==> config.mk <==
export PLATFORM = sky130hd
export DESIGN_NAME = gpif_bridge
export DESIGN_NICKNAME = d
export VERILOG_FILES = /design/src/source/gpif_bus_pkg.sv /design/src/source/stream_pkg.sv /design/src/source/gpif_wr_port.sv /design/src/source/packet_reframer.sv /design/src/source/line19_to_36.sv /design/src/source/stream_fifo.sv /design/src/source/line36_to_19.sv /design/src/source/gpif_rd_port.sv /design/src/source/gpif_bridge.sv
export VERILOG_INCLUDE_DIRS = /design/src /design/src/source
export SDC_FILE = /design/constraint.sdc
export NUM_CORES = 2
export LEC_CHECK = 0
export ABC_CLOCK_PERIOD_IN_PS = 5750
export BUFFER_PORTS_ARGS = -buffer_cell sky130_fd_sc_hd__buf_2
export CAP_MARGIN = 40
export CORE_MARGIN = 5
export CORE_UTILIZATION = 55
export CTS_BUF_LIST = sky130_fd_sc_hd__clkbuf_8
export DETAILED_ROUTE_END_ITERATION = 10
export GPL_TIMING_DRIVEN = 0
export PLACE_DENSITY = 0.7
export SLEW_MARGIN = 0
export SYNTH_ARGS = -nofsm -noshare
export SYNTH_HDL_FRONTEND = slang
export SYNTH_SLANG_ARGS = --single-unit
==> constraint.sdc <==
create_clock -name gpif_clk_i -period 5.75 [get_ports gpif_clk_i]
set_clock_uncertainty 0.05 [all_clocks]
set_input_delay 0.575 -clock gpif_clk_i [delete_from_list [all_inputs] [get_ports gpif_clk_i]]
set_output_delay 0.575 -clock gpif_clk_i [all_outputs]
set_load 0.1 [all_outputs]
==> src/source/gpif_params.svh <==
//////////////////////////////
// Frame length and FIFO depths of the bridge
// Host frames are fixed length, every packet starts on a frame
// FIFO depths are given as powers of two
//////////////////////////////

`ifndef GPIF_PARAMS_SVH
`define GPIF_PARAMS_SVH

// Host frame length in 16-bit words
`define GPIF_FRAME_WORDS 16

// Line FIFO depth, log2 of the entry count
`define TX_FIFO_DEPTH_LOG2 4
`define RX_FIFO_DEPTH_LOG2 4

`endif

==> src/source/gpif_bus_pkg.sv <==
//////////////////////////////
// Host bus types: words, packet lengths, frame positions
// Frame position counts 0 .. GPIF_FRAME_WORDS-1 and wraps
//////////////////////////////
`default_nettype none

`include "gpif_params.svh"

package gpif_bus_pkg;

   localparam int unsigned GPIF_WORD_W = 16;
   localparam int unsigned FRAME_POS_W = $clog2(`GPIF_FRAME_WORDS + 1);

   typedef logic [GPIF_WORD_W-1:0] gpif_word_t;
   typedef logic [FRAME_POS_W-1:0] frame_pos_t;
   typedef logic [15:0]            pkt_len_t;

   // Position of the last word in a frame
   localparam frame_pos_t FRAME_LAST = frame_pos_t'(`GPIF_FRAME_WORDS - 1);

endpackage

`default_nettype wire

==> src/source/stream_pkg.sv <==
//////////////////////////////
// Word lines (19 bit) and stream lines (36 bit)
// Earlier word sits in the low half of a 36-bit line
// Bit 18 of a word line is unused and kept zero
//////////////////////////////
`default_nettype none

package stream_pkg;

   typedef logic [18:0] line19_t;
   typedef logic [35:0] line36_t;
   typedef logic [1:0]  occ_t;

   // Word line flags
   localparam int unsigned L19_SOP = 16;
   localparam int unsigned L19_EOP = 17;

   // Stream line flags and occupancy field
   localparam int unsigned L36_SOP     = 32;
   localparam int unsigned L36_EOP     = 33;
   localparam int unsigned L36_OCC_LSB = 34;

   // Occupancy codes
   localparam occ_t OCC_FULL = 2'd0;
   localparam occ_t OCC_LOW  = 2'd1;

endpackage

`default_nettype wire

==> src/source/gpif_wr_port.sv <==
//////////////////////////////
// Host write side, two-entry word buffer
// Host must sample gpif_full_o before writing
// Writes while full are dropped
//////////////////////////////
`timescale 1ns/1ps
`default_nettype none

module gpif_wr_port
   import gpif_bus_pkg::*;
   import stream_pkg::*;
(
   input  logic       gpif_clk_i,
   input  logic       arst_n_i,
   input  logic       gpif_wr_i,
   input  gpif_word_t gpif_d_i,
   output logic       gpif_full_o,
   output line19_t    data_o,
   output logic       src_rdy_o,
   input  logic       dst_rdy_i
);

   line19_t    entry_q [2];
   logic       wr_ptr_q;
   logic       rd_ptr_q;
   logic [1:0] count_q;
   frame_pos_t pos_q;
   logic       accept;
   logic       pop;

   assign gpif_full_o = (count_q == 2'd2);
   assign src_rdy_o   = (count_q != 2'd0);
   assign data_o      = entry_q[rd_ptr_q];
   assign accept      = gpif_wr_i && !gpif_full_o;
   assign pop         = src_rdy_o && dst_rdy_i;

   always_ff @(posedge gpif_clk_i or negedge arst_n_i) begin
      if (!arst_n_i) begin
         wr_ptr_q <= 1'b0;
         rd_ptr_q <= 1'b0;
         count_q  <= 2'd0;
         pos_q    <= '0;
      end else begin
         if (accept) begin
            wr_ptr_q <= !wr_ptr_q;
            // Frame position follows host writes
            pos_q    <= (pos_q == FRAME_LAST) ? '0 : pos_q + 1'b1;
         end
         if (pop) begin
            rd_ptr_q <= !rd_ptr_q;
         end
         case ({accept, pop})
            2'b10:   count_q <= count_q + 2'd1;
            2'b01:   count_q <= count_q - 2'd1;
            default: count_q <= count_q;
         endcase
      end
   end

   // Frame start and end marks come from the write position
   always_ff @(posedge gpif_clk_i) begin
      if (accept) begin
         entry_q[wr_ptr_q] <= {1'b0, pos_q == FRAME_LAST, pos_q == '0, gpif_d_i};
      end
   end

endmodule

`default_nettype wire

==> src/source/packet_reframer.sv <==
//////////////////////////////
// Cuts packets out of fixed host frames
// Every packet starts at a frame start with its length word
// Length counts words and includes the length word
//////////////////////////////
`timescale 1ns/1ps
`default_nettype none

module packet_reframer
   import gpif_bus_pkg::*;
   import stream_pkg::*;
(
   input  logic    gpif_clk_i,
   input  logic    arst_n_i,
   input  line19_t data_i,
   input  logic    src_rdy_i,
   output logic    dst_rdy_o,
   output line19_t data_o,
   output logic    src_rdy_o,
   input  logic    dst_rdy_i
);

   typedef enum logic [1:0] {ST_LEN, ST_PAYLOAD, ST_DROP} state_t;

   state_t     state_q;
   pkt_len_t   rem_q;
   line19_t    out_q;
   logic       out_vld_q;
   logic       accept;
   logic       frame_end;
   logic       keep;
   logic       last;
   gpif_word_t in_word;
   pkt_len_t   len_in;

   assign dst_rdy_o = !out_vld_q || dst_rdy_i;
   assign accept    = src_rdy_i && dst_rdy_o;
   assign frame_end = data_i[L19_EOP];
   assign in_word   = data_i[15:0];
   assign len_in    = pkt_len_t'(in_word);
   assign keep      = (state_q != ST_DROP);
   // A length of 0 or 1 ends the packet on the length word
   assign last      = (state_q == ST_LEN) ? (len_in <= 16'd1) : (rem_q == 16'd1);

   assign data_o    = out_q;
   assign src_rdy_o = out_vld_q;

   always_ff @(posedge gpif_clk_i or negedge arst_n_i) begin
      if (!arst_n_i) begin
         state_q   <= ST_LEN;
         rem_q     <= '0;
         out_vld_q <= 1'b0;
      end else begin
         if (accept && keep) begin
            out_vld_q <= 1'b1;
         end else if (dst_rdy_i) begin
            out_vld_q <= 1'b0;
         end

         if (accept) begin
            if (state_q == ST_LEN) begin
               rem_q <= len_in - 16'd1;
            end else if (state_q == ST_PAYLOAD) begin
               rem_q <= rem_q - 16'd1;
            end

            if (keep && last) begin
               state_q <= frame_end ? ST_LEN : ST_DROP;
            end else if (keep) begin
               // Frame end mid packet, next frame carries more payload
               state_q <= ST_PAYLOAD;
            end else if (frame_end) begin
               state_q <= ST_LEN;
            end
         end
      end
   end

   always_ff @(posedge gpif_clk_i) begin
      if (accept && keep) begin
         out_q <= {1'b0, last, state_q == ST_LEN, in_word};
      end
   end

endmodule

`default_nettype wire

==> src/source/line19_to_36.sv <==
//////////////////////////////
// Packs word pairs into stream lines, low half first
// Odd packets end with a half line, occupancy 1
//////////////////////////////
`timescale 1ns/1ps
`default_nettype none

module line19_to_36
   import gpif_bus_pkg::*;
   import stream_pkg::*;
(
   input  logic    gpif_clk_i,
   input  logic    arst_n_i,
   input  line19_t data_i,
   input  logic    src_rdy_i,
   output logic    dst_rdy_o,
   output line36_t data_o,
   output logic    src_rdy_o,
   input  logic    dst_rdy_i
);

   logic       have_low_q;
   gpif_word_t low_q;
   logic       low_sop_q;
   line36_t    out_q;
   logic       out_vld_q;
   logic       accept;
   logic       in_eop;
   logic       emit;

   assign dst_rdy_o = !out_vld_q || dst_rdy_i;
   assign accept    = src_rdy_i && dst_rdy_o;
   assign in_eop    = data_i[L19_EOP];
   // A line is complete on the high word or on an early packet end
   assign emit      = accept && (have_low_q || in_eop);

   assign data_o    = out_q;
   assign src_rdy_o = out_vld_q;

   always_ff @(posedge gpif_clk_i or negedge arst_n_i) begin
      if (!arst_n_i) begin
         have_low_q <= 1'b0;
         out_vld_q  <= 1'b0;
      end else begin
         if (accept) begin
            have_low_q <= !have_low_q && !in_eop;
         end
         if (emit) begin
            out_vld_q <= 1'b1;
         end else if (dst_rdy_i) begin
            out_vld_q <= 1'b0;
         end
      end
   end

   always_ff @(posedge gpif_clk_i) begin
      if (accept && !have_low_q) begin
         low_q     <= data_i[15:0];
         low_sop_q <= data_i[L19_SOP];
      end
      if (emit) begin
         if (have_low_q) begin
            out_q <= {OCC_FULL, in_eop, low_sop_q, data_i[15:0], low_q};
         end else begin
            out_q <= {OCC_LOW, 1'b1, data_i[L19_SOP], 16'h0000, data_i[15:0]};
         end
      end
   end

endmodule

`default_nettype wire

==> src/source/stream_fifo.sv <==
//////////////////////////////
// First-word-fall-through FIFO with output register
// Holds 2**DEPTH_LOG2 lines plus the output line
//////////////////////////////
`timescale 1ns/1ps
`default_nettype none

module stream_fifo #(
   parameter int unsigned WIDTH      = 36,
   parameter int unsigned DEPTH_LOG2 = 4
) (
   input  logic             gpif_clk_i,
   input  logic             arst_n_i,
   input  logic [WIDTH-1:0] data_i,
   input  logic             src_rdy_i,
   output logic             dst_rdy_o,
   output logic [WIDTH-1:0] data_o,
   output logic             src_rdy_o,
   input  logic             dst_rdy_i
);

   logic [WIDTH-1:0]    mem_q [2**DEPTH_LOG2];
   logic [DEPTH_LOG2:0] wr_ptr_q;
   logic [DEPTH_LOG2:0] rd_ptr_q;
   logic [WIDTH-1:0]    out_q;
   logic                out_vld_q;
   logic                mem_empty;
   logic                mem_full;
   logic                push;
   logic                load;
   logic                mem_wr;

   assign mem_empty = (wr_ptr_q == rd_ptr_q);
   assign mem_full  = (wr_ptr_q[DEPTH_LOG2-1:0] == rd_ptr_q[DEPTH_LOG2-1:0])
                      && (wr_ptr_q[DEPTH_LOG2] != rd_ptr_q[DEPTH_LOG2]);
   assign dst_rdy_o = !mem_full;
   assign push      = src_rdy_i && dst_rdy_o;
   // Output register is free or handing its line over
   assign load      = !out_vld_q || dst_rdy_i;
   // Bypass the memory when it is empty and the output can take the line
   assign mem_wr    = push && !(load && mem_empty);

   assign data_o    = out_q;
   assign src_rdy_o = out_vld_q;

   always_ff @(posedge gpif_clk_i or negedge arst_n_i) begin
      if (!arst_n_i) begin
         wr_ptr_q  <= '0;
         rd_ptr_q  <= '0;
         out_vld_q <= 1'b0;
      end else begin
         if (mem_wr) begin
            wr_ptr_q <= wr_ptr_q + 1'b1;
         end
         if (load) begin
            if (!mem_empty) begin
               rd_ptr_q <= rd_ptr_q + 1'b1;
            end
            out_vld_q <= !mem_empty || push;
         end
      end
   end

   always_ff @(posedge gpif_clk_i) begin
      if (mem_wr) begin
         mem_q[wr_ptr_q[DEPTH_LOG2-1:0]] <= data_i;
      end
      if (load) begin
         if (!mem_empty) begin
            out_q <= mem_q[rd_ptr_q[DEPTH_LOG2-1:0]];
         end else if (push) begin
            out_q <= data_i;
         end
      end
   end

endmodule

`default_nettype wire

==> src/source/line36_to_19.sv <==
//////////////////////////////
// Splits stream lines into word lines, low half first
// Occupancy 1 means only the low half is sent
//////////////////////////////
`timescale 1ns/1ps
`default_nettype none

module line36_to_19
   import stream_pkg::*;
(
   input  logic    gpif_clk_i,
   input  logic    arst_n_i,
   input  line36_t data_i,
   input  logic    src_rdy_i,
   output logic    dst_rdy_o,
   output line19_t data_o,
   output logic    src_rdy_o,
   input  logic    dst_rdy_i
);

   logic half_q;
   occ_t occ;
   logic occ_low;
   logic last_word;

   assign occ       = data_i[L36_OCC_LSB +: 2];
   assign occ_low   = (occ == OCC_LOW);
   assign last_word = half_q || occ_low;

   assign src_rdy_o = src_rdy_i;
   // Line leaves the FIFO with its last valid word
   assign dst_rdy_o = dst_rdy_i && last_word;

   always_comb begin
      if (half_q) begin
         data_o = {1'b0, data_i[L36_EOP], 1'b0, data_i[31:16]};
      end else begin
         data_o = {1'b0, data_i[L36_EOP] && occ_low, data_i[L36_SOP], data_i[15:0]};
      end
   end

   always_ff @(posedge gpif_clk_i or negedge arst_n_i) begin
      if (!arst_n_i) begin
         half_q <= 1'b0;
      end else if (src_rdy_i && dst_rdy_i) begin
         half_q <= !last_word;
      end
   end

endmodule

`default_nettype wire

==> src/source/gpif_rd_port.sv <==
//////////////////////////////
// Host read side, one registered word
// Packets are padded with zeros to the frame end
// Host reads only while gpif_empty_o is low
//////////////////////////////
`timescale 1ns/1ps
`default_nettype none

module gpif_rd_port
   import gpif_bus_pkg::*;
   import stream_pkg::*;
(
   input  logic       gpif_clk_i,
   input  logic       arst_n_i,
   input  line19_t    data_i,
   input  logic       src_rdy_i,
   output logic       dst_rdy_o,
   input  logic       gpif_rd_i,
   output gpif_word_t gpif_d_o,
   output logic       gpif_empty_o
);

   typedef enum logic {ST_PKT, ST_PAD} state_t;

   state_t     state_q;
   frame_pos_t pos_q;
   logic       vld_q;
   gpif_word_t word_q;
   logic       load;
   logic       accept;
   logic       pad_load;
   logic       frame_last;

   // Host word register is free or being read
   assign load       = !vld_q || gpif_rd_i;
   assign dst_rdy_o  = (state_q == ST_PKT) && load;
   assign accept     = src_rdy_i && dst_rdy_o;
   assign pad_load   = (state_q == ST_PAD) && load;
   // Position of the word about to be loaded
   assign frame_last = (pos_q == FRAME_LAST);

   assign gpif_empty_o = !vld_q;
   assign gpif_d_o     = word_q;

   always_ff @(posedge gpif_clk_i or negedge arst_n_i) begin
      if (!arst_n_i) begin
         state_q <= ST_PKT;
         pos_q   <= '0;
         vld_q   <= 1'b0;
      end else begin
         if (accept || pad_load) begin
            vld_q <= 1'b1;
            pos_q <= frame_last ? '0 : pos_q + 1'b1;
         end else if (gpif_rd_i) begin
            vld_q <= 1'b0;
         end

         // Packet ending on the frame end needs no padding
         if (accept && data_i[L19_EOP] && !frame_last) begin
            state_q <= ST_PAD;
         end
         if (pad_load && frame_last) begin
            state_q <= ST_PKT;
         end
      end
   end

   always_ff @(posedge gpif_clk_i) begin
      if (accept) begin
         word_q <= data_i[15:0];
      end else if (pad_load) begin
         word_q <= '0;
      end
   end

endmodule

`default_nettype wire

==> src/source/gpif_bridge.sv <==
//////////////////////////////
// Host bus to stream bridge, single clock
// Host data pin is split into gpif_d_i and gpif_d_o
//////////////////////////////
`timescale 1ns/1ps
`default_nettype none

`include "gpif_params.svh"

module gpif_bridge
   import gpif_bus_pkg::*;
   import stream_pkg::*;
(
   input  logic       gpif_clk_i,
   input  logic       arst_n_i,
   input  logic       gpif_wr_i,
   input  gpif_word_t gpif_d_i,
   output logic       gpif_full_o,
   input  logic       gpif_rd_i,
   output gpif_word_t gpif_d_o,
   output logic       gpif_empty_o,
   output line36_t    tx_data_o,
   output logic       tx_src_rdy_o,
   input  logic       tx_dst_rdy_i,
   input  line36_t    rx_data_i,
   input  logic       rx_src_rdy_i,
   output logic       rx_dst_rdy_o
);

   //////////////////////////////
   // TX path

   line19_t wr19_data, refr_data;
   logic    wr19_src_rdy, wr19_dst_rdy, refr_src_rdy, refr_dst_rdy;
   line36_t tx36_data;
   logic    tx36_src_rdy, tx36_dst_rdy;

   gpif_wr_port u_wr_port (
      .gpif_clk_i, .arst_n_i, .gpif_wr_i, .gpif_d_i, .gpif_full_o,
      .data_o(wr19_data), .src_rdy_o(wr19_src_rdy), .dst_rdy_i(wr19_dst_rdy));

   packet_reframer u_reframer (
      .gpif_clk_i, .arst_n_i,
      .data_i(wr19_data), .src_rdy_i(wr19_src_rdy), .dst_rdy_o(wr19_dst_rdy),
      .data_o(refr_data), .src_rdy_o(refr_src_rdy), .dst_rdy_i(refr_dst_rdy));

   line19_to_36 u_pack (
      .gpif_clk_i, .arst_n_i,
      .data_i(refr_data), .src_rdy_i(refr_src_rdy), .dst_rdy_o(refr_dst_rdy),
      .data_o(tx36_data), .src_rdy_o(tx36_src_rdy), .dst_rdy_i(tx36_dst_rdy));

   stream_fifo #(.WIDTH($bits(line36_t)), .DEPTH_LOG2(`TX_FIFO_DEPTH_LOG2)) tx_fifo (
      .gpif_clk_i, .arst_n_i,
      .data_i(tx36_data), .src_rdy_i(tx36_src_rdy), .dst_rdy_o(tx36_dst_rdy),
      .data_o(tx_data_o), .src_rdy_o(tx_src_rdy_o), .dst_rdy_i(tx_dst_rdy_i));

   //////////////////////////////
   // RX path

   line36_t rx36_data;
   logic    rx36_src_rdy, rx36_dst_rdy;
   line19_t rx19_data;
   logic    rx19_src_rdy, rx19_dst_rdy;

   stream_fifo #(.WIDTH($bits(line36_t)), .DEPTH_LOG2(`RX_FIFO_DEPTH_LOG2)) rx_fifo (
      .gpif_clk_i, .arst_n_i,
      .data_i(rx_data_i), .src_rdy_i(rx_src_rdy_i), .dst_rdy_o(rx_dst_rdy_o),
      .data_o(rx36_data), .src_rdy_o(rx36_src_rdy), .dst_rdy_i(rx36_dst_rdy));

   line36_to_19 u_split (
      .gpif_clk_i, .arst_n_i,
      .data_i(rx36_data), .src_rdy_i(rx36_src_rdy), .dst_rdy_o(rx36_dst_rdy),
      .data_o(rx19_data), .src_rdy_o(rx19_src_rdy), .dst_rdy_i(rx19_dst_rdy));

   gpif_rd_port u_rd_port (
      .gpif_clk_i, .arst_n_i,
      .data_i(rx19_data), .src_rdy_i(rx19_src_rdy), .dst_rdy_o(rx19_dst_rdy),
      .gpif_rd_i, .gpif_d_o, .gpif_empty_o);

endmodule

`default_nettype wire

## Word level (Yosys, flattened, before mapping)

Memories as Yosys holds them, arrays and structs flattened.
Cells that the tools add are included.

- Add/subtract/negate cells: 10
- $lt $le $gt $ge: 1
- Equality and inequality tests: 18
- Multiplexer cells: 32
- Bitwise operators: 3
- Reductions and logical operators: 68

Operators by type and width:

| kind | count |
|---|---|
| $mux 36 | 4 |
| $mux 16 | 4 |
| $mux 35 | 1 |
| $sub 16x1->16 const B | 2 |
| $add 5x1->5 const B | 6 |
| $logic_and 1x1->1 | 24 |
| $logic_not 1->1 | 18 |
| $mux 18 | 1 |
| $eq 16x1->1 const B | 1 |
| $le 16x1->1 const B | 1 |
| $mux 1 | 15 |
| $reduce_bool 2->1 | 7 |
| $reduce_and 2->1 | 6 |
| $eq 5x4->1 const B | 2 |
| $eq 5x5->1 | 2 |
| $logic_or 1x1->1 | 10 |
| $mux 5 | 2 |
| $eq 4x4->1 | 2 |
| $mux 2 | 4 |
| $ne 2x2->1 const B | 4 |
| $eq 2x1->1 const B | 3 |
| $logic_not 5->1 | 1 |
| $eq 2x2->1 const B | 2 |
| $pmux 2 s2 | 1 |
| 6 further kinds | 9 |

- Register bits after elaboration: 219
- Bits in writable memories: 1188
- Input bits: 58
- Memories kept: 3

Memory list:

| name | words | bits a word | rd ports | clocked after Yosys merged registers in | wr ports | RTL line | source |
|---|---|---|---|---|---|---|---|
| rx_fifo.mem_q | 16 | 36 | 1 | 0 | 1 | stream_fifo.sv:22 | `logic [WIDTH-1:0] mem_q [2**DEPTH_LOG2];` |
| tx_fifo.mem_q | 16 | 36 | 1 | 0 | 1 | stream_fifo.sv:22 |  |
| u_wr_port.entry_q | 2 | 18 | 1 | 0 | 1 | gpif_wr_port.sv:23 | `line19_t entry_q [2];` |

## Logic depth before layout (Yosys ltp)

- Depth after elaboration: 10
- Depth in mapped cells: 10

## Hierarchy

From an unflattened synthesis, not the netlist that was laid out.

- Cells, all modules: 3044
- Area, all modules: 55772.2 µm²

Modules (own cells, without submodules):

| module | instances | cells an instance | area an instance (µm²) | seq. area each (µm²) |
|---|---|---|---|---|
| stream_fifo | 2 | 1277 | 24315.8 | 18652.9 |
| line19_to_36 | 1 | 103 | 2011.9 | 1611.5 |
| packet_reframer | 1 | 193 | 1999.4 | 1016.0 |
| gpif_wr_port | 1 | 100 | 1828.0 | 1306.3 |
| gpif_rd_port | 1 | 64 | 944.7 | 655.6 |
| line36_to_19 | 1 | 30 | 356.6 | 25.0 |

## Worst setup path after synthesis

No wires, ideal clock.

- Kind: register -> register
- From: register tx_fifo.out_vld_q (netlist: tx_fifo.src_rdy_o)
- To: memory tx_fifo.mem_q[3][0] (enable)
- Setup time: 471 ps
- Arrival: 4181 ps
- Required time: 5229 ps
- Slack: 1048 ps
- Stages on the path, launching flop included: 7
- Path buffers: 1
- Clock period less this slack: 4702 ps
- Cell sequence: dfrtp_1 > nand2b_1 > nor2_1 > o21a_1 > clkbuf_1 > nand2_1 > nor3_1

- Cells in the longest elaborated chain, start to end: 7

RTL lines:

| element | RTL line | source |
|---|---|---|
| from (decl) | stream_fifo.sv:26 | `logic out_vld_q;` |
| from (signal assigned) | stream_fifo.sv:59 | `out_vld_q <= !mem_empty \|\| push;` |
| $logic_not 1->1 | stream_fifo.sv:39 | `assign load = !out_vld_q \|\| dst_rdy_i;` |
| $logic_or 1x1->1 | stream_fifo.sv:39 |  |
| $logic_and 1x1->1 | stream_fifo.sv:41 | `assign mem_wr = push && !(load && mem_empty);` |
| $logic_not 1->1 | stream_fifo.sv:41 |  |
| $logic_and 1x1->1 | stream_fifo.sv:41 |  |
| $mux 1 | stream_fifo.sv:65 | `if (mem_wr) begin` |
| $mux 1 (not written as such) | stream_fifo.sv:66 | `mem_q[wr_ptr_q[DEPTH_LOG2-1:0]] <= data_i;` |
| to (decl) | stream_fifo.sv:22 |  |

No other way between the ends.

## Worst setup path after layout

- From: register tx_fifo.wr_ptr_q[3]
- To: memory tx_fifo.mem_q[0][14] (enable)

- Cells in the longest elaborated chain, start to end: 7

RTL lines:

| element | RTL line | source |
|---|---|---|
| from (decl) | stream_fifo.sv:23 | `logic [DEPTH_LOG2:0] wr_ptr_q;` |
| from (signal assigned) | stream_fifo.sv:53 | `wr_ptr_q <= wr_ptr_q + 1'b1;` |
| $eq 4x4->1 | stream_fifo.sv:34 | `assign mem_full = (wr_ptr_q[DEPTH_LOG2-1:0] == rd_ptr_q[DEPTH_LOG2-1:0])` |
| $logic_and 1x1->1 | stream_fifo.sv:35 | `&& (wr_ptr_q[DEPTH_LOG2] != rd_ptr_q[DEPTH_LOG2]);` |
| $logic_not 1->1 | stream_fifo.sv:36 | `assign dst_rdy_o = !mem_full;` |
| $logic_and 1x1->1 | stream_fifo.sv:37 | `assign push = src_rdy_i && dst_rdy_o;` |
| $logic_and 1x1->1 | stream_fifo.sv:41 |  |
| $mux 1 | stream_fifo.sv:65 |  |
| $mux 1 (not written as such) | stream_fifo.sv:66 |  |

Several ways; a longest one is shown, not always the timed one.

==> out/results.ini <==
[logic_synthesis]
yosys_warnings = 0
synth_edf_count = 1310
yosysSeqAreaShare_pct = 76.9
syn-cell-area_um2 = 53100
ys_ff_latch = 1370
avgSynthCellArea_um2 = 22.5
syn-num-nets = 2434
synthCells = 2359
ys.flop_type = edfxtp_1
async_flop_share_pct = 4.38
synthDistinctLibCells = 59

[finish]
drive_above_1_share_pct = 32.9
area_delta_synth_final_pct = 15.1
nFillCells = 6335
nets = 2891
finalNonFillerCells = 4270
final_area_um2 = 61100
fin_util_pct = 63.5

[timing]
tightest_slew_ns = 1.09
fin_tns_setup_ns = 0
period_needed_ns = 4.13
fin_crit_sh_pct = 71.8
hold_viol_final = 0
grt_setup_unrepaired = no
worst_slack_ns = 1.62
setup_violations = 0
drv_slew = 0
fin_hold_ws_ns = 0.0825
fmax_mhz = 242
slew_headroom_pct = 27.1

[critical_path]
path_max_fanout = 10
crit_required_ns = 6.26
end_kind = flip-flop
critical_path_class = flip-flop to flip-flop
crit_arrival_ns = 4.64
reg2reg_depth = 10
reg2reg_slack_ns = 1.62
r2r-end = tx_fifo.mem_q[0][14]
cp-start-kind = flip-flop
reg2reg_from = tx_fifo.wr_ptr_q[3]

[pwr]
p_sw_share_pct = 33.4
power_frac_clock_pct = 22.3
cellInternalPower_mw = 21.6
power.density_nw_per_um2 = 530
seqPwrFrac_pct = 45.2
p_sw_mw = 10.8
power.leakage_nw = 20.2
combPwrFrac_pct = 32.5
total_power_mw = 32.4
ir_drop_uv = 323

[hold_path]
min-delay-start = rx_data_i[24]
hold_end = rx_fifo.mem_q[9][24]
holdPathStages = 1
hold_path_class = input pin to flip-flop

[clock_tree]
root_buffer = clkbuf_8
cts_tree = built
htreeDepth = 4
insertion_delay_ns = 0.88
cts.sinks = 1370
post_cts_buffers = 0
holdBufCountCts = 52
cts_resized = 0
cts_buffer_depth = 3
cts_made_buffers = 205
clkTransAtPathRegs_ns = 0.07

[outcome]
status = completed

[placed_design]
portBuffers = 111
dp.cells = 3833
dpl.hpwl_um = 76700
placed_cell_area_um2 = 56800
routabilityCongestion = 0.873
dpl_worst_slack_ns = 1.72

[floorplanning]
die_h_um = 321
core_area_um2 = 96300
die-width_um = 321
dieArea_um2 = 103000
initial_utilization_pct = 55.2
std_cell_rows = 114
io_pins = 114

[detailed_routing]
drc = 0
vias = 26000
ant_nets = 0
drt_wl_total_um = 121000
firstDrtPassIters = 6
viasPerCell = 6.09
drt-initial-drc-count = 2626
wl_per_cell_um = 28.3

[grt]
antenna_found_initial = 6
grt-ovfl-total = 0
grt_usage_pct = 23.8
grt_pass1_vias = 27500
grt_pass1_wl_um = 179000
grt_max_degree = 61

[run]
maxCapViolCount = 0

## worst max-delay path, cell delays in order, from the launching register on
cell,delay [ns]
dfrtp_1,0.32
clkbuf_1,0.49
xnor2_1,0.14
nand4_1,0.49
o21a_1,0.23
clkbuf_1,0.39
nand2_1,0.34
nor3_2,0.67
buf_4,0.33
buf_6,0.18
buf_6,0.14
## state kept, by name, summed over array words and instances, names as in the netlist, 2 cells and up
name	flops
u_wr_port.entry_q	34
u_wr_port.count_q	2
rx_fifo.data_o	35
tx_fifo.wr_ptr_q	5
u_pack.low_q	16
rx_fifo.wr_ptr_q	5
rx_fifo.rd_ptr_q	5
rx_fifo.mem_q	560
u_wr_port.pos_q	5
u_reframer.rem_q	16
u_rd_port.gpif_d_o	16
tx_fifo.data_o	35
u_pack.data_o	35
u_rd_port.pos_q	5
tx_fifo.mem_q	560
u_reframer.state_q	2
u_reframer.data_o	18
tx_fifo.rd_ptr_q	5
## synth_stat cells, types with 4 or more instances
library cell | n | area share [%]
nor3b_1 | 8 | 0.11
nand4_1 | 10 | 0.12
nor2_1 | 53 | 0.37
nor2b_1 | 6 | 0.071
clkbuf_1 | 65 | 0.46
or4_1 | 4 | 0.057
mux2_2 | 105 | 2.2
nor4_1 | 7 | 0.082
nand2b_1 | 9 | 0.11
mux4_2 | 350 | 15
o31a_1 | 5 | 0.082
nand2_1 | 33 | 0.23
xor2_1 | 12 | 0.20
mux2i_1 | 21 | 0.40
ha_1 | 17 | 0.40
a31o_2 | 4 | 0.066
buf_2 | 26 | 0.25
o211ai_1 | 4 | 0.057
dfrtp_1 | 60 | 2.8
o21ai_0 | 28 | 0.26
a21oi_1 | 11 | 0.10
nand3_1 | 13 | 0.12
buf_1 | 21 | 0.15
nor3_1 | 16 | 0.15
and2_1 | 24 | 0.28
and3_1 | 14 | 0.16
a31oi_1 | 4 | 0.047
inv_1 | 21 | 0.15
o21a_1 | 7 | 0.099
or3_1 | 9 | 0.11
o22ai_1 | 5 | 0.059
edfxtp_1 | 1310 | 74
xnor2_1 | 29 | 0.48
## final cells by class
cell class	count	area (µm²)	area share, %
timing repair buffer	250	2510	4.11
tap	1276	1600	2.61
antenna	5	12.5	0.0205
clock buffer	217	2990	4.89
buffer	115	479	0.784
multi-input combinational	853	11800	19.4
clock inverter	163	787	1.29
sequential	1370	40800	66.8
inverter	21	78.8	0.129
## metal layers
layer  share of wire (%)  global-route usage (%)
met2                  52                    40.5
met5               0.022                       0
met4                 2.6                    7.13
met3                 8.2                    5.26
met1                  37                    31.2
## logic make-up after synthesis
family | count (synthesis) | share of synthesized area, %
flip-flops | 1370 | 76.9
XOR/XNOR | 41 | 0.676
AND/OR/NAND/NOR | 222 | 2.25
multiplexers | 476 | 17.5
other | 1 | 0.00706
buffers and inverters | 136 | 1.05
AO/OA/AOI/OAI | 96 | 1.25
adder cells (fa/ha/maj) | 17 | 0.401
## cell usage in the layout (no fill, tap or decap), types with 41 or more instances in the layout
cell type / instances
dfrtp_1: 60
clkinv_1: 47
clkbuf_1: 65
dlygate4sd3_1: 52
clkbuf_8: 217
nor2_1: 41
edfxtp_1: 1310
mux2_2: 105
mux4_2: 350
inv_1: 103
buf_2: 136
## worst max-delay path by stage
stage | start | end | slack [ns] | cells past startpoint
6_report | tx_fifo.wr_ptr_q[3] | tx_fifo.mem_q[0][14] | 1.62 | 10
5_1_grt | tx_fifo.wr_ptr_q[3] | tx_fifo.mem_q[0][14] | 1.45 | 10
2_1_floorplan | tx_fifo.src_rdy_o | tx_fifo.mem_q[3][0] | 1.05 | 6
4_1_cts | tx_fifo.wr_ptr_q[3] | tx_fifo.mem_q[0][14] | 1.64 | 10
3_3_place_gp | tx_fifo.rd_ptr_q[1] | tx_fifo.mem_q[3][14] | -2.57 | 7
3_5_place_dp | tx_fifo.rd_ptr_q[1] | tx_fifo.mem_q[0][14] | 1.72 | 10
## power by group through the flow
stage               logic, mW  registers (mW)  clock network, mW
finish                   10.5            14.6               7.24
detailed placement       10.5            14.8                  0
global placement         9.76            14.8                  0
floorplan                6.05            15.4                  0
global route             11.1            14.8               7.89
CTS                      10.6            14.6               7.38
Note: power is estimated with default switching activity, not from simulation.
